==> src/network_cfg.svh <==
`ifndef NETWORK_CFG_SVH
`define NETWORK_CFG_SVH

// Layer widths of the classifier.
`define IN_COUNT 15
`define HIDDEN_COUNT 4
`define OUT_COUNT 3

// Every activation, weight, bias and score is one signed word.
`define WORD_BITS 32

// Weights and biases are fixed point with 1.0 equal to 2**13.
`define FRAC_BITS 13

// The tables list their words in index order, so the first word is neuron 0, input 0.
// Each hidden row holds the 15 weights of one hidden neuron.
`define HIDDEN_WEIGHTS { \
	 32'sd8126,  -32'sd890, -32'sd1110, -32'sd1333,  32'sd3004, \
	 32'sd3966,  32'sd2768,  32'sd2400,  32'sd2027, -32'sd1514, \
	-32'sd5373, -32'sd5462, -32'sd1157, -32'sd5180, -32'sd2235, \
	-32'sd2410,  32'sd4512,  32'sd1876, -32'sd3320,   32'sd705, \
	-32'sd1980,  32'sd6230, -32'sd4415,  32'sd2890,  32'sd1123, \
	 -32'sd760,  32'sd3555, -32'sd2048,  32'sd4901,  32'sd1337, \
	 32'sd3071, -32'sd5120,  32'sd2264,  32'sd4789, -32'sd1543, \
	  32'sd812, -32'sd3906,  32'sd1450, -32'sd6021,  32'sd2733, \
	 32'sd4180,  -32'sd987,  32'sd5560, -32'sd1222,   32'sd690, \
	-32'sd4402, -32'sd1765,  32'sd5893,  32'sd2140, -32'sd3377, \
	-32'sd4890,  32'sd1015,  32'sd3782, -32'sd2560, -32'sd6344, \
	 32'sd1908,  32'sd2475,  -32'sd811,  32'sd3129, -32'sd5047  \
}

// Hidden biases stay below 1.0 in magnitude.
`define HIDDEN_BIASES { \
	32'sd807, -32'sd1204, 32'sd3310, -32'sd562 \
}

// Each output row holds the 4 weights of one output neuron.
`define OUTPUT_WEIGHTS { \
	 32'sd5210, -32'sd3340,  32'sd2780,  32'sd4115, \
	-32'sd2890,  32'sd6050, -32'sd1475,  32'sd3320, \
	 32'sd3900,  32'sd2215, -32'sd4680, -32'sd1960  \
}

// Classes 0 and 1 share the largest bias.
`define OUTPUT_BIASES { \
	32'sd16384, 32'sd16384, -32'sd8192 \
}

`endif

==> src/nnPkg.sv <==
`include "network_cfg.svh"

package nnPkg;

	// Signed fixed-point word with `FRAC_BITS fraction bits.
	typedef logic signed [`WORD_BITS-1:0] wordT;

	// Index of the winning output neuron.
	typedef logic [$clog2(`OUT_COUNT)-1:0] classT;

	// Element 0 of each vector belongs to input or neuron 0.
	typedef wordT [`IN_COUNT-1:0] inVecT;
	typedef wordT [`HIDDEN_COUNT-1:0] hiddenVecT;
	typedef wordT [`OUT_COUNT-1:0] outVecT;

	// The data of a stream counts only in a cycle where valid is high.
	typedef struct packed
	{
		logic valid;
		inVecT data;
	} inStreamT;

	typedef struct packed
	{
		logic valid;
		hiddenVecT data;
	} hiddenStreamT;

	typedef struct packed
	{
		logic valid;
		outVecT data;
	} outStreamT;

	// Classifier output with the scores the decision was taken on.
	typedef struct packed
	{
		logic valid;
		classT classIdx;
		outVecT scores;
	} resultT;

endpackage

==> src/classSelect.sv <==
`include "network_cfg.svh"

module classSelect (
	input logic clk,
	input logic reset,
	input nnPkg::outStreamT scores,
	output nnPkg::resultT result
);

	nnPkg::classT bestIdx;
	nnPkg::wordT bestScore;
	nnPkg::wordT candidate;

	// Scores are compared as signed words.
	// A later score has to be strictly larger to win, so a tie keeps the lower index.
	always_comb
	begin
		bestIdx = '0;
		bestScore = scores.data[0];
		candidate = '0;
		for (int i = 1; i < `OUT_COUNT; i++)
		begin
			candidate = scores.data[i];
			if (candidate > bestScore)
			begin
				bestScore = candidate;
				bestIdx = nnPkg::classT'(i);
			end
		end
	end

	// Valid, class and scores leave together one cycle later.
	always_ff @(posedge clk)
	begin
		if (reset)
		begin
			result <= '0;
		end
		else
		begin
			result.valid <= scores.valid;
			result.classIdx <= bestIdx;
			result.scores <= scores.data;
		end
	end

endmodule

==> config.mk <==
export PLATFORM = sky130hd
export DESIGN_NAME = classSelect
export DESIGN_NICKNAME = d
export VERILOG_FILES = /design/src/nnPkg.sv /design/src/classSelect.sv
export VERILOG_INCLUDE_DIRS = /design/src
export SDC_FILE = /design/constraint.sdc
export NUM_CORES = 1
export LEC_CHECK = 0
export BUFFER_PORTS_ARGS = -buffer_cell sky130_fd_sc_hd__buf_2
export CELL_PAD_IN_SITES_DETAIL_PLACEMENT = 1
export CELL_PAD_IN_SITES_GLOBAL_PLACEMENT = 2
export CORE_MARGIN = 4
export CORE_UTILIZATION = 30
export CTS_CLUSTER_SIZE = 10
export DETAILED_ROUTE_END_ITERATION = 7
export PLACE_DENSITY = 0.87
export SYNTH_ARGS = -nofsm -noshare
export SYNTH_HDL_FRONTEND = slang
export SYNTH_SLANG_ARGS = --single-unit
export TNS_END_PERCENT = 10
==> constraint.sdc <==
create_clock -name clk -period 6.1 [get_ports clk]
set_input_delay 0.61 -clock clk [delete_from_list [all_inputs] [get_ports clk]]
set_output_delay 0.61 -clock clk [all_outputs]
set_load 0.02 [all_outputs]
-- Word-level counts from Yosys, hierarchy flattened
Cells that the tools add are included.
- bits in registers: 99
- bits in latches: 0
- RAM bits: 0
- bits in read-only memories: 0
- output and inout bits: 99
- logic and storage cells: 12
- memories kept: 0
- add/sub/neg operators: 0
- $mul: 0
- divide/modulo/power cells: 0
- $lt $le $gt $ge: 2
- equal/unequal tests: 0
- shifts and indexed selects: 0
- multiplexer cells: 3
- bitwise operators: 0
- reduce and logical (&&, ||, !) cells: 1
- operators with widths (kind ; number):
    $gt 32x32->1 ; 2
    $mux 32 ; 1
    $mux 2 ; 1
    $reduce_or 2->1 ; 1
    $mux 1 ; 1

-- Longest topological paths before layout
Gate-level depths: netlist of the first run.
- depth after elaboration: 4
- mapped depth: 18

-- Worst setup path after synthesis of the first run
No wires, ideal clock.
- path kind: input-to-reg
- start point: in scores[1] (netlist bit)
- end point: reg result[97] (netlist bit)
- library setup time: 66 ps
- arrival: 4034 ps
- setup slack: 2000 ps
- stages on the path: 18
- buffers on the path: 1
- path through: inv_1 ha_1 nor2b_1 o211ai_1 a2111o_1 o211ai_1 nand3_1 a31oi_4 buf_12 mux2i_1 ha_1 nand4_1 nor3_1 a21boi_1 or4b_1 a21oi_1 mux2i_1 nor2b_1
- cells in the longest elaborated chain, start to end: 4
- ends and longest elaborated chain (item ; RTL line ; text):
    from (decl) ; classSelect.sv:6 ; input nnPkg::outStreamT scores,
    $gt 32x32->1 ; classSelect.sv:24 ; if (candidate > bestScore)
    $mux 32 * ; classSelect.sv:24 ;
    $gt 32x32->1 * ; classSelect.sv:24 ;
    $mux 2 * ; classSelect.sv:24 ;
    to (decl) ; classSelect.sv:7 ; output nnPkg::resultT result
Mark *: on every way between the ends. The rest lies on a longest branch, timed or not.
A chain may end at the register's enable or synchronous reset.

-- Worst setup path in the final report of the first run
- start point: in scores[31] (netlist bit)
- end point: reg result[97] (netlist bit)
Same word-level chain as after synthesis.

==> results of run 1 <==
through the flow:
stage | hold slack [ns] | setup slack (ns) | area, sq um | power [uW] | util (%)
final | 0.475 | 1.37 | 5920 | 1600 | 40.4
after global placement | 0.817 | 1.10 | 5650 | 1070 | 38.6
after CTS | 0.461 | 1.20 | 5920 | 1630 | 40.4
after floorplan | 0.738 | 2.00 | 4500 | 948 | -
after detailed placement | 0.834 | 0.842 | 5650 | 1080 | 38.6
after global routing | 0.495 | 1.01 | 5920 | 1690 | 40.4
where the power goes:
group,internal (uW),total [uW],switching [uW]
Sequential,682,691,8.92
Clock,277,534,257
Combinational,154,371,217
Total,1110,1600,483
per-layer routing:
| metal | vias to the layer above | GRT usage, % | wire, um |
|---|---|---|---|
| met5 | - | 0 | 18 |
| met4 | 2 | 4.72 | 150 |
| met3 | 11 | 4.59 | 1050 |
| met2 | 127 | 30.5 | 7260 |
| met1 | 1812 | 17.0 | 5470 |
| li1 | 1896 | - | - |
cell families after synthesis:
kind of cell,count (synthesis)
compound gates,51
buf+inv,51
flops,99
mux,33
simple gates,145
fa+ha+maj,64
cell usage after synthesis, types with 2 or more instances:
| cell type | n |
|---|---|
| clkbuf_1 | 11 |
| nand3_1 | 10 |
| a221oi_1 | 2 |
| nand2_1 | 13 |
| a21o_1 | 4 |
| nor2_1 | 33 |
| nand4_2 | 2 |
| a211oi_1 | 2 |
| o21ai_0 | 5 |
| o211ai_1 | 4 |
| nor2b_1 | 67 |
| nor4_1 | 2 |
| a21oi_1 | 27 |
| dfxtp_1 | 99 |
| nand4_1 | 12 |
| ha_1 | 64 |
| buf_12 | 3 |
| mux2i_1 | 32 |
| inv_1 | 37 |
| nor3_1 | 2 |
worst paths after layout:
check / start / endpoint / slack, ns / cells past startpoint
setup / recovery: scores[31] / result[97] / 1.37 / 18
hold / removal: scores[96] / result[98] / 0.48 / 2
final cells by class:
cell class / instances / area (sq um)
Multi-Input combinational cell: 293 / 2280
Clock buffer: 10 / 229
Sequential cell: 99 / 1980
Inverter: 37 / 139
Timing Repair Buffer: 199 / 1020
Tap cell: 184 / 230
Clock inverter: 6 / 41.3
Fill cell: 1763 / 8730
==> qor.txt, run 1 <==
Worst Path Arrival -> 5.01 ns
maximum vdd drop -> 158 uV
Slew @ Worst Pin -> 1.01 ns
vias in the first global route -> 4,227
Total GRT Usage -> 16.0%
XOR/XNOR Fraction of Synth Area -> 0%
critical-path cell with the highest stage delay -> or4b_1
Post-Syn Area per Cell -> 10.2 sq um
cell accounting for the most synthesized area -> dfxtp_1
Top reg by flops -> result
CTS Buffer Depth -> 2
Root Driver -> clkbuf_16
H-tree Lvls -> 3
largest net degree at the start of global routing -> 100
TritonCTS Buffers -> 9
initial antenna violation count -> 1
Max-Cap Viols -> 0
Largest regs -> result x99
layout cell share with drive strength beyond 1 -> 34.6%
RSZ-0062 raised after global routing -> no
DP HPWL -> 11.5 mm
P&R area growth vs syn -> 31.4%
CP cell instances -> buf_2 -> inv_1 -> ha_1 -> nand4_2 -> nor4_4 -> a211oi_1 -> o21a_2 -> a31oi_4 -> buf_4 -> mux2i_1 -> ha_1 -> nand4_1 -> nor3_1 -> a21boi_1 -> or4b_1 -> a21oi_1 -> mux2i_1 -> nor2b_1
WP data required -> 6.37 ns
most frequent cells in the layout -> 196 x buf_2, 99 x dfxtp_1, 67 x nor2b_1
Post-route DRC -> 0
sequential share of the synthesized area -> 44.0%
hold crit path type -> primary input to flip-flop
number of synthesis warnings -> 0
Gates resized, CTS repair -> 0
commonest non-fill, non-tap cell in the layout -> buf_2
Lkg Pwr -> 0.00314 uW
Post-Synth Adder-Cell Area -> 17.8%
Initial Util -> 30.7%
drt wl/cell -> 16.8 um
Tmin final -> 4.73 ns
max reg flops -> 99
Synth cell types -> 32
delay-heaviest family, CP -> simple AND/OR/NAND/NOR gates
final WL -> 14.0 mm
slowest stage delay, CP -> 0.52 ns
setup TNS -> 0 ns
clk slew on worst S/H paths -> 0.07 ns
pwr/cell area -> 270 nW/um^2
Layout Nets -> 802
fin crit share -> 77.6%
Slew Viols, Final -> 0
vias per std cell -> 4.65
global route overflow -> 0
Post-Synth Simple-Gate Area -> 18.1%
antenna cell count -> 0
headroom to the max-slew limit -> 32.8%
crit-path max FO -> 10
Fin. Hold Viols -> 0
top_reg_cell synth -> dfxtp_1
CP Buf/Inv Count -> 3
# rows -> 44
placed cell count -> 812
crit end category -> flip-flop
fmax -> 211 MHz
first-pass GRT wire length -> 21.1 mm
complex-gate fraction of the synthesized area -> 7.25%
Setup Buffers After CTS -> 0
die area -> 17,000 sq um
gate count after technology mapping -> 443
chip height -> 131 um
area of the core -> 14,600 sq um
multiplexer share of the synthesized area -> 7.45%
Post-synth EDFFs -> 0
Die Wd -> 131 um
Yosys top cell area share -> 44.0%
Synth Register Bits -> 99
I/O pin count -> 198
CTS tree -> yes
critical path class -> primary input to flip-flop
routed vias -> 3,848
Clock Sinks -> 99
post-route ant nets -> 0
hold_buf cts -> 0
# setup viols final -> 0
Startpoint Class -> primary input
largest cells by area after synthesis -> dfxtp_1 44%, ha_1 18%, nor2b_1 9.3%
synthesized area -> 4500 sq um
Port Buffers -> 197
Synthesized Nets -> 606
drt first pass iters -> 4
GP Congestion -> 0.750
status -> finished clean
filler-free cell count of the finished design -> 828
largest family of logic cells by synthesized area -> simple AND/OR/NAND/NOR gates
1st-iter DRT viols -> 47
share of synthesized registers carrying an async set or reset -> 0%
(Power assumes the default switching activity.)
==> inputs of run 2 (changes only) <==
--- a/config.mk
+++ b/config.mk
@@ -6,14 +6,15 @@
 export SDC_FILE = /design/constraint.sdc
 export NUM_CORES = 1
 export LEC_CHECK = 0
+export ABC_AREA = 1
 export BUFFER_PORTS_ARGS = -buffer_cell sky130_fd_sc_hd__buf_2
 export CELL_PAD_IN_SITES_DETAIL_PLACEMENT = 1
 export CELL_PAD_IN_SITES_GLOBAL_PLACEMENT = 2
 export CORE_MARGIN = 4
-export CORE_UTILIZATION = 30
+export CORE_UTILIZATION = 23
 export CTS_CLUSTER_SIZE = 10
 export DETAILED_ROUTE_END_ITERATION = 7
-export PLACE_DENSITY = 0.87
+export PLACE_DENSITY = 0.77
 export SYNTH_ARGS = -nofsm -noshare
 export SYNTH_HDL_FRONTEND = slang
 export SYNTH_SLANG_ARGS = --single-unit
==> constraint.sdc (replaced) <==
create_clock -name clk -period 4.3 [get_ports clk]
set_input_delay 0.43 -clock clk [delete_from_list [all_inputs] [get_ports clk]]
set_output_delay 0.43 -clock clk [all_outputs]
set_load 0.02 [all_outputs]
==> qor.txt, run 2 <==
status -> finished clean
CP cell instances -> buf_2 -> inv_1 -> ha_1 -> a21oi_1 -> o21ai_0 -> a21oi_1 -> nand2_1 -> nand2_1 -> nand2_1 -> nand2_2 -> nand3_4 -> nand2_1 -> nand2_1 -> ha_1 -> nand2_1 -> nor2_1 -> nand2_1 -> nor4_1 -> nand2_1 -> nand2_1 -> nand2_1 -> nand2_1 -> nor3_1
die area -> 23,200 sq um (+36%)
Port Buffers -> 197 (unchanged)
Worst Setup Slack, final -> 0.857 ns (-0.510 ns)
I/O pin count -> 198 (unchanged)
Initial Util -> 23.5% (-7.2 points)
hold crit path type -> primary input to flip-flop
slowest stage delay, CP -> 0.38 ns (-0.14 ns)
Post-Syn Area per Cell -> 7.51 sq um (-26%)
share of synthesized registers carrying an async set or reset -> 0% (unchanged)
GP Congestion -> 0.716 (-4.5%)
total power -> 2440 uW (+53%)
top_reg_cell synth -> dfxtp_1
fin crit share -> 80.1%
combinational share of power -> 23.6% (+0.4 points)
# rows -> 52 (+18%)
critical path class -> primary input to flip-flop
1st-iter DRT viols -> 132 (+180%)
area of the core -> 20,400 sq um (+39%)
Max-Cap Viols -> 0 (unchanged)
Synthesized Nets -> 801 (+32%)
final core occ -> 31.2% (-9.2 points)
Seq pwr share -> 40.3% (-3.0 points)
Clock power frac -> 36.2% (+2.7 points)
Tmin final -> 3.44 ns
# setup viols final -> 0 (unchanged)
Fin. Hold Viols -> 0 (unchanged)
hold_buf cts -> 0 (unchanged)
Synth Register Bits -> 99 (unchanged)
H-tree Lvls -> 3 (unchanged)
RSZ-0062 raised after global routing -> no
post-route ant nets -> 0 (unchanged)
crit-path max FO -> 32 (+22)
fmax -> 290 MHz
largest net degree at the start of global routing -> 100 (unchanged)
largest cells by area after synthesis -> dfxtp_1 41%, ha_1 17%, nand2_1 11%
gate count after technology mapping -> 638 (+44%)
Post-synth EDFFs -> 0 (unchanged)
Gates resized, CTS repair -> 0 (unchanged)
sequential share of the synthesized area -> 41.4% (-2.6 points)
Largest regs -> result x99
design area -> 6360 sq um (+7.4%)
vias in the first global route -> 4,931 (+17%)
Startpoint Class -> primary input
crit end category -> flip-flop
switch share -> 30.2% (-0.031 points)
CP most frequent cell -> nand2_1
synthesized area -> 4790 sq um (+6.4%)
DP HPWL -> 12.3 mm (+6.8%)
Setup Buffers After CTS -> 0 (unchanged)
number of synthesis warnings -> 0 (unchanged)
routed vias -> 4,572 (+19%)
setup TNS -> 0 ns (unchanged)
Post-route DRC -> 0 (unchanged)
Root Driver -> clkbuf_16
initial antenna violation count -> 2 (+1)
TritonCTS Buffers -> 9 (unchanged)
top cells by count, synth -> 135 x nand2_1, 118 x nor2_1, 113 x inv_1
Top reg by flops -> result
Yosys top cell area share -> 41.4% (-2.6 points)
Slew Viols, Final -> 0 (unchanged)
Layout Nets -> 991 (+24%)
layout cell share with drive strength beyond 1 -> 26.7% (-7.9 points)
Worst Path Arrival -> 3.63 ns (-1.38 ns)
most frequent cell after synthesis -> nand2_1
CTS tree -> yes
placed cell area -> 6040 sq um (+7.0%)
first-pass GRT wire length -> 25.5 mm (+21%)
max reg flops -> 99 (unchanged)
vias per std cell -> 4.15 (-11%)
final WL -> 15.9 mm (+14%)
drt first pass iters -> 4 (unchanged)
WP data required -> 4.49 ns (-1.88 ns)
Critical Path End -> result[97]
global route overflow -> 0 (unchanged)
Die Wd -> 152 um (+17%)
switching power -> 737 uW (+53%)
Slew @ Worst Pin -> 1.07 ns (+0.0633 ns)
chip height -> 152 um (+17%)
maximum vdd drop -> 165 uV (+4.2%)
pwr/cell area -> 383 nW/um^2 (+42%)
commonest non-fill, non-tap cell in the layout -> buf_2
Total GRT Usage -> 13.6% (-2.4 points)
most frequent cells in the layout -> 196 x buf_2, 134 x nand2_1, 118 x nor2_1
drt wl/cell -> 14.4 um (-15%)
antenna cell count -> 0 (unchanged)
Synth cell types -> 21 (-34%)
Clock Sinks -> 99 (unchanged)
headroom to the max-slew limit -> 28.5% (-4.2 points)
Lkg Pwr -> 0.00373 uW (+19%)
clk slew on worst S/H paths -> 0.07 ns (about the same)
P&R area growth vs syn -> 32.7%
CTS Buffer Depth -> 2 (unchanged)
cell accounting for the most synthesized area -> dfxtp_1
CP startpoint -> scores[15]
pre-CTS WS -> 0.346 ns (-0.496 ns)
critical-path cell with the highest stage delay -> nand3_4
Int Power -> 1700 uW (+53%)
[run 2: worst min-delay path by stage]
| stage | end | cells after the start | startpoint | slack, ns |
|---|---|---|---|---|
| floorplan | result[0] | 2 | scores[0] | 0.54 |
| global placement | result[98] | 3 | scores[96] | 0.63 |
| detailed placement | result[98] | 3 | scores[96] | 0.64 |
| CTS | result[98] | 3 | scores[96] | 0.27 |
| global route | result[98] | 3 | scores[96] | 0.29 |
| finish | result[98] | 3 | scores[96] | 0.28 |
[run 2: critical path: cells and delay by family]
family          cells  cell delay (ns)
compound gates      3             0.50
buf+inv             2             0.12
fa+ha+maj           2             0.61
simple gates       16             1.97
[run 2: cells by family (layout without fill, tap and decap cells)]
| group | count (synthesis) | count (layout) | synth area share (%) |
|---|---|---|---|
| buf+inv | 136 | 330 | 11.3 |
| fa+ha+maj | 64 | 64 | 16.7 |
| flops | 99 | 99 | 41.4 |
| simple gates | 297 | 297 | 25.8 |
| compound gates | 42 | 42 | 4.78 |
[run 2: area by class of cell]
class / instances / area, sq um
sequential: 99 / 1980
clock inverter: 4 / 75.1
clock buffer: 11 / 243
inverter: 113 / 424
timing repair buffer: 202 / 1030
multi-input combinational: 403 / 2270
fill: 2596 / 14000
tap: 270 / 338
[run 2: power by group through the flow]
stage          clock (uW)  combinational, uW  sequential [uW]
3_3_place_gp            0                578             1000
3_5_place_dp            0                587             1000
2_1_floorplan           0                313             1070
6_report              882                574              981
5_1_grt               952                667              987
4_1_cts               922                592              982
[run 2: layer usage]
metal  global-route usage (%)  wire length, um
met1                     16.3             6980
met2                     23.5             7480
met3                     4.40             1170
met4                     3.72              196
met5                        0               33
[run 2: through the flow]
stage	instances	hold WS (ns)
2_1_floorplan	638	0.537
3_3_place_gp	1087	0.632
3_5_place_dp	1087	0.640
4_1_cts	1102	0.266
5_1_grt	1102	0.286
6_report	1102	0.284
==> inputs of run 3 (changes only) <==
--- a/config.mk
+++ b/config.mk
@@ -6,12 +6,12 @@
 export SDC_FILE = /design/constraint.sdc
 export NUM_CORES = 1
 export LEC_CHECK = 0
-export ABC_AREA = 1
+export ABC_AREA = 0
 export BUFFER_PORTS_ARGS = -buffer_cell sky130_fd_sc_hd__buf_2
 export CELL_PAD_IN_SITES_DETAIL_PLACEMENT = 1
 export CELL_PAD_IN_SITES_GLOBAL_PLACEMENT = 2
 export CORE_MARGIN = 4
-export CORE_UTILIZATION = 23
+export CORE_UTILIZATION = 25
 export CTS_CLUSTER_SIZE = 10
 export DETAILED_ROUTE_END_ITERATION = 7
 export PLACE_DENSITY = 0.77
==> constraint.sdc (replaced) <==
create_clock -name clk -period 3.1 [get_ports clk]
set_input_delay 0.31 -clock clk [delete_from_list [all_inputs] [get_ports clk]]
set_output_delay 0.31 -clock clk [all_outputs]
set_load 0.02 [all_outputs]
==> qor.txt, run 3 (synthesis gave the netlist of run 1 again) <==
Worst Path Arrival -> 3.99 ns (+0.36 ns)
most used routing layer -> met2
Startpoint Class -> primary input
# rows -> 48 (-7.7%)
WP data required -> 3.30 ns (-1.19 ns)
die area -> 20,200 sq um (-13%)
vias in the first global route -> 4,726 (-4.2%)
chip height -> 142 um (-6.6%)
Worst Setup Slack, final -> -0.698 ns (-1.55 ns)
Slew Viols, Final -> 0 (unchanged)
global route overflow -> 0 (unchanged)
CTS Buffer Depth -> 2 (unchanged)
status -> finished with violations
drt first pass iters -> 4 (unchanged)
CP cell instances -> buf_8 -> inv_4 -> ha_4 -> nand4_1 -> inv_1 -> a221oi_2 -> o211ai_1 -> nand3_1 -> a31oi_4 -> buf_6 -> buf_16 -> mux2i_2 -> ha_1 -> buf_4 -> buf_4 -> nand3_1 -> a211oi_1 -> or4b_4 -> a21oi_2 -> mux2i_1 -> nor3b_2
crit end category -> flip-flop
design area -> 7350 sq um (+16%)
Clock power frac -> 35.6% (-0.6 points)
hold crit path type -> primary input to flip-flop
Lkg Pwr -> 0.00379 uW (+1.7%)
layout cell share with drive strength beyond 1 -> 50.5% (+24 points)
# setup viols final -> 2 (+2)
Port Buffers -> 197 (unchanged)
met1 Usage GRT -> 17.7% (+1.4 points)
met2 Use GR -> 27.1% (+3.5 points)
P&R area growth vs syn -> 63.2%
area of the core -> 17,500 sq um (-14%)
delay-heaviest family, CP -> simple AND/OR/NAND/NOR gates
vias per std cell -> 4.31 (+4.0%)
Layout Nets -> 916 (-7.6%)
Die Wd -> 142 um (-6.6%)
switching power -> 1030 uW (+40%)
critical path class -> primary input to flip-flop
GP Congestion -> 0.753 (+5.2%)
slowest stage delay, CP -> 0.49 ns (+0.11 ns)
post-route ant nets -> 0 (unchanged)
commonest non-fill, non-tap cell in the layout -> buf_2
global routing usage on met3 -> 4.40% (about the same)
fmax -> 263 MHz
CP Buf/Inv Count -> 7 (+5)
largest net degree at the start of global routing -> 100 (unchanged)
DP HPWL -> 12.3 mm (-0.29%)
Largest regs -> result x99
I/O pin count -> 198 (unchanged)
1st-iter DRT viols -> 81 (-39%)
first-pass GRT wire length -> 24.4 mm (-4.5%)
Post-route DRC -> 0 (unchanged)
H-tree Lvls -> 3 (unchanged)
Total GRT Usage -> 15.3% (+1.7 points)
routed vias -> 4,240 (-7.3%)
Slew @ Worst Pin -> 1.05 ns (-0.0215 ns)
max reg flops -> 99 (unchanged)
most frequent cells in the layout -> 176 x buf_2, 111 x buf_4, 99 x dfxtp_1
RSZ-0062 raised after global routing -> yes
maximum vdd drop -> 281 uV (+71%)
initial antenna violation count -> 1 (-1)
critical-path cell with the highest stage delay -> or4b_4
Root Driver -> clkbuf_16
drt wl/cell -> 16.2 um (+13%)
final core occ -> 42.0% (+11 points)
Clock Sinks -> 99 (unchanged)
antenna cell count -> 0 (unchanged)
filler instances -> 2,022 (-22%)
Initial Util -> 25.8% (+2.2 points)
failing checks -> negative setup slack
Max-Cap Viols -> 0 (unchanged)
crit-path max FO -> 10 (-69%)
fin crit share -> 123%
placed cell area -> 6420 sq um (+6.4%)
Fin. Hold Viols -> 0 (unchanged)
TritonCTS Buffers -> 9 (unchanged)
Tmin final -> 3.80 ns
combinational share of power -> 27.4% (+3.8 points)
Top reg by flops -> result
final WL -> 15.9 mm (+0.42%)
Seq pwr share -> 37.1% (-3.2 points)
CTS tree -> yes
clk slew on worst S/H paths -> 0.08 ns (about the same)
Int Power -> 2640 uW (+55%)
pwr/cell area -> 500 nW/um^2 (+30%)
headroom to the max-slew limit -> 30.0% (+1.4 points)
switch share -> 28.1% (-2.1 points)
run 3: what timing repair did:
item,4_1_cts,5_1_grt
pin swaps,28,20
gates resized for setup,65,24
hold buffers,0,0
cloned,2,0
setup endpoints to repair,2,2
buffers inserted,13,8
run 3: power by group through the flow:
stage          clock network [uW]  registers [uW]  logic (uW)
6_report                     1310            1360        1010
3_3_place_gp                    0            1390         839
3_5_place_dp                    0            1390         868
2_1_floorplan                   0            1480         388
5_1_grt                      1400            1370        1100
4_1_cts                      1350            1360         992
run 3: final timing paths:
| kind | slack, ns | cells past startpoint | start | end |
|---|---|---|---|---|
| max | -0.70 | 21 | scores[11] | result[96] |
| min | 0.18 | 2 | scores[96] | result[98] |
run 3: layer usage:
layer | vias up | part of all wire [%]
li1 | 2124 | -
met1 | 1972 | 41
met2 | 125 | 50
met3 | 17 | 7.2
met4 | 2 | 1.8
met5 | - | 0.044
run 3: final cells by class:
| type | instances | area, sq um | share of cell area (%) |
|---|---|---|---|
| clock buffers | 10 | 229 | 3.12 |
| clock inverters | 6 | 113 | 1.53 |
| inverters | 37 | 154 | 2.09 |
| multi-input cells | 293 | 2530 | 34.5 |
| flip-flops and latches | 99 | 1980 | 27.0 |
| well taps | 225 | 282 | 3.83 |
| repair buffers | 313 | 2060 | 28.0 |
run 3: stage by stage:
stage	total power [uW]	cells	hold WS [ns]	setup TNS, ns	worst slack, ns
floorplan	1870	443	0.438	-1.30	-0.655
global placement	2230	946	0.516	-2.35	-1.18
detailed placement	2260	946	0.549	-2.60	-1.31
CTS	3700	977	0.175	-1.54	-0.770
global route	3870	983	0.180	-1.89	-0.947
finish	3670	983	0.179	-1.39	-0.698
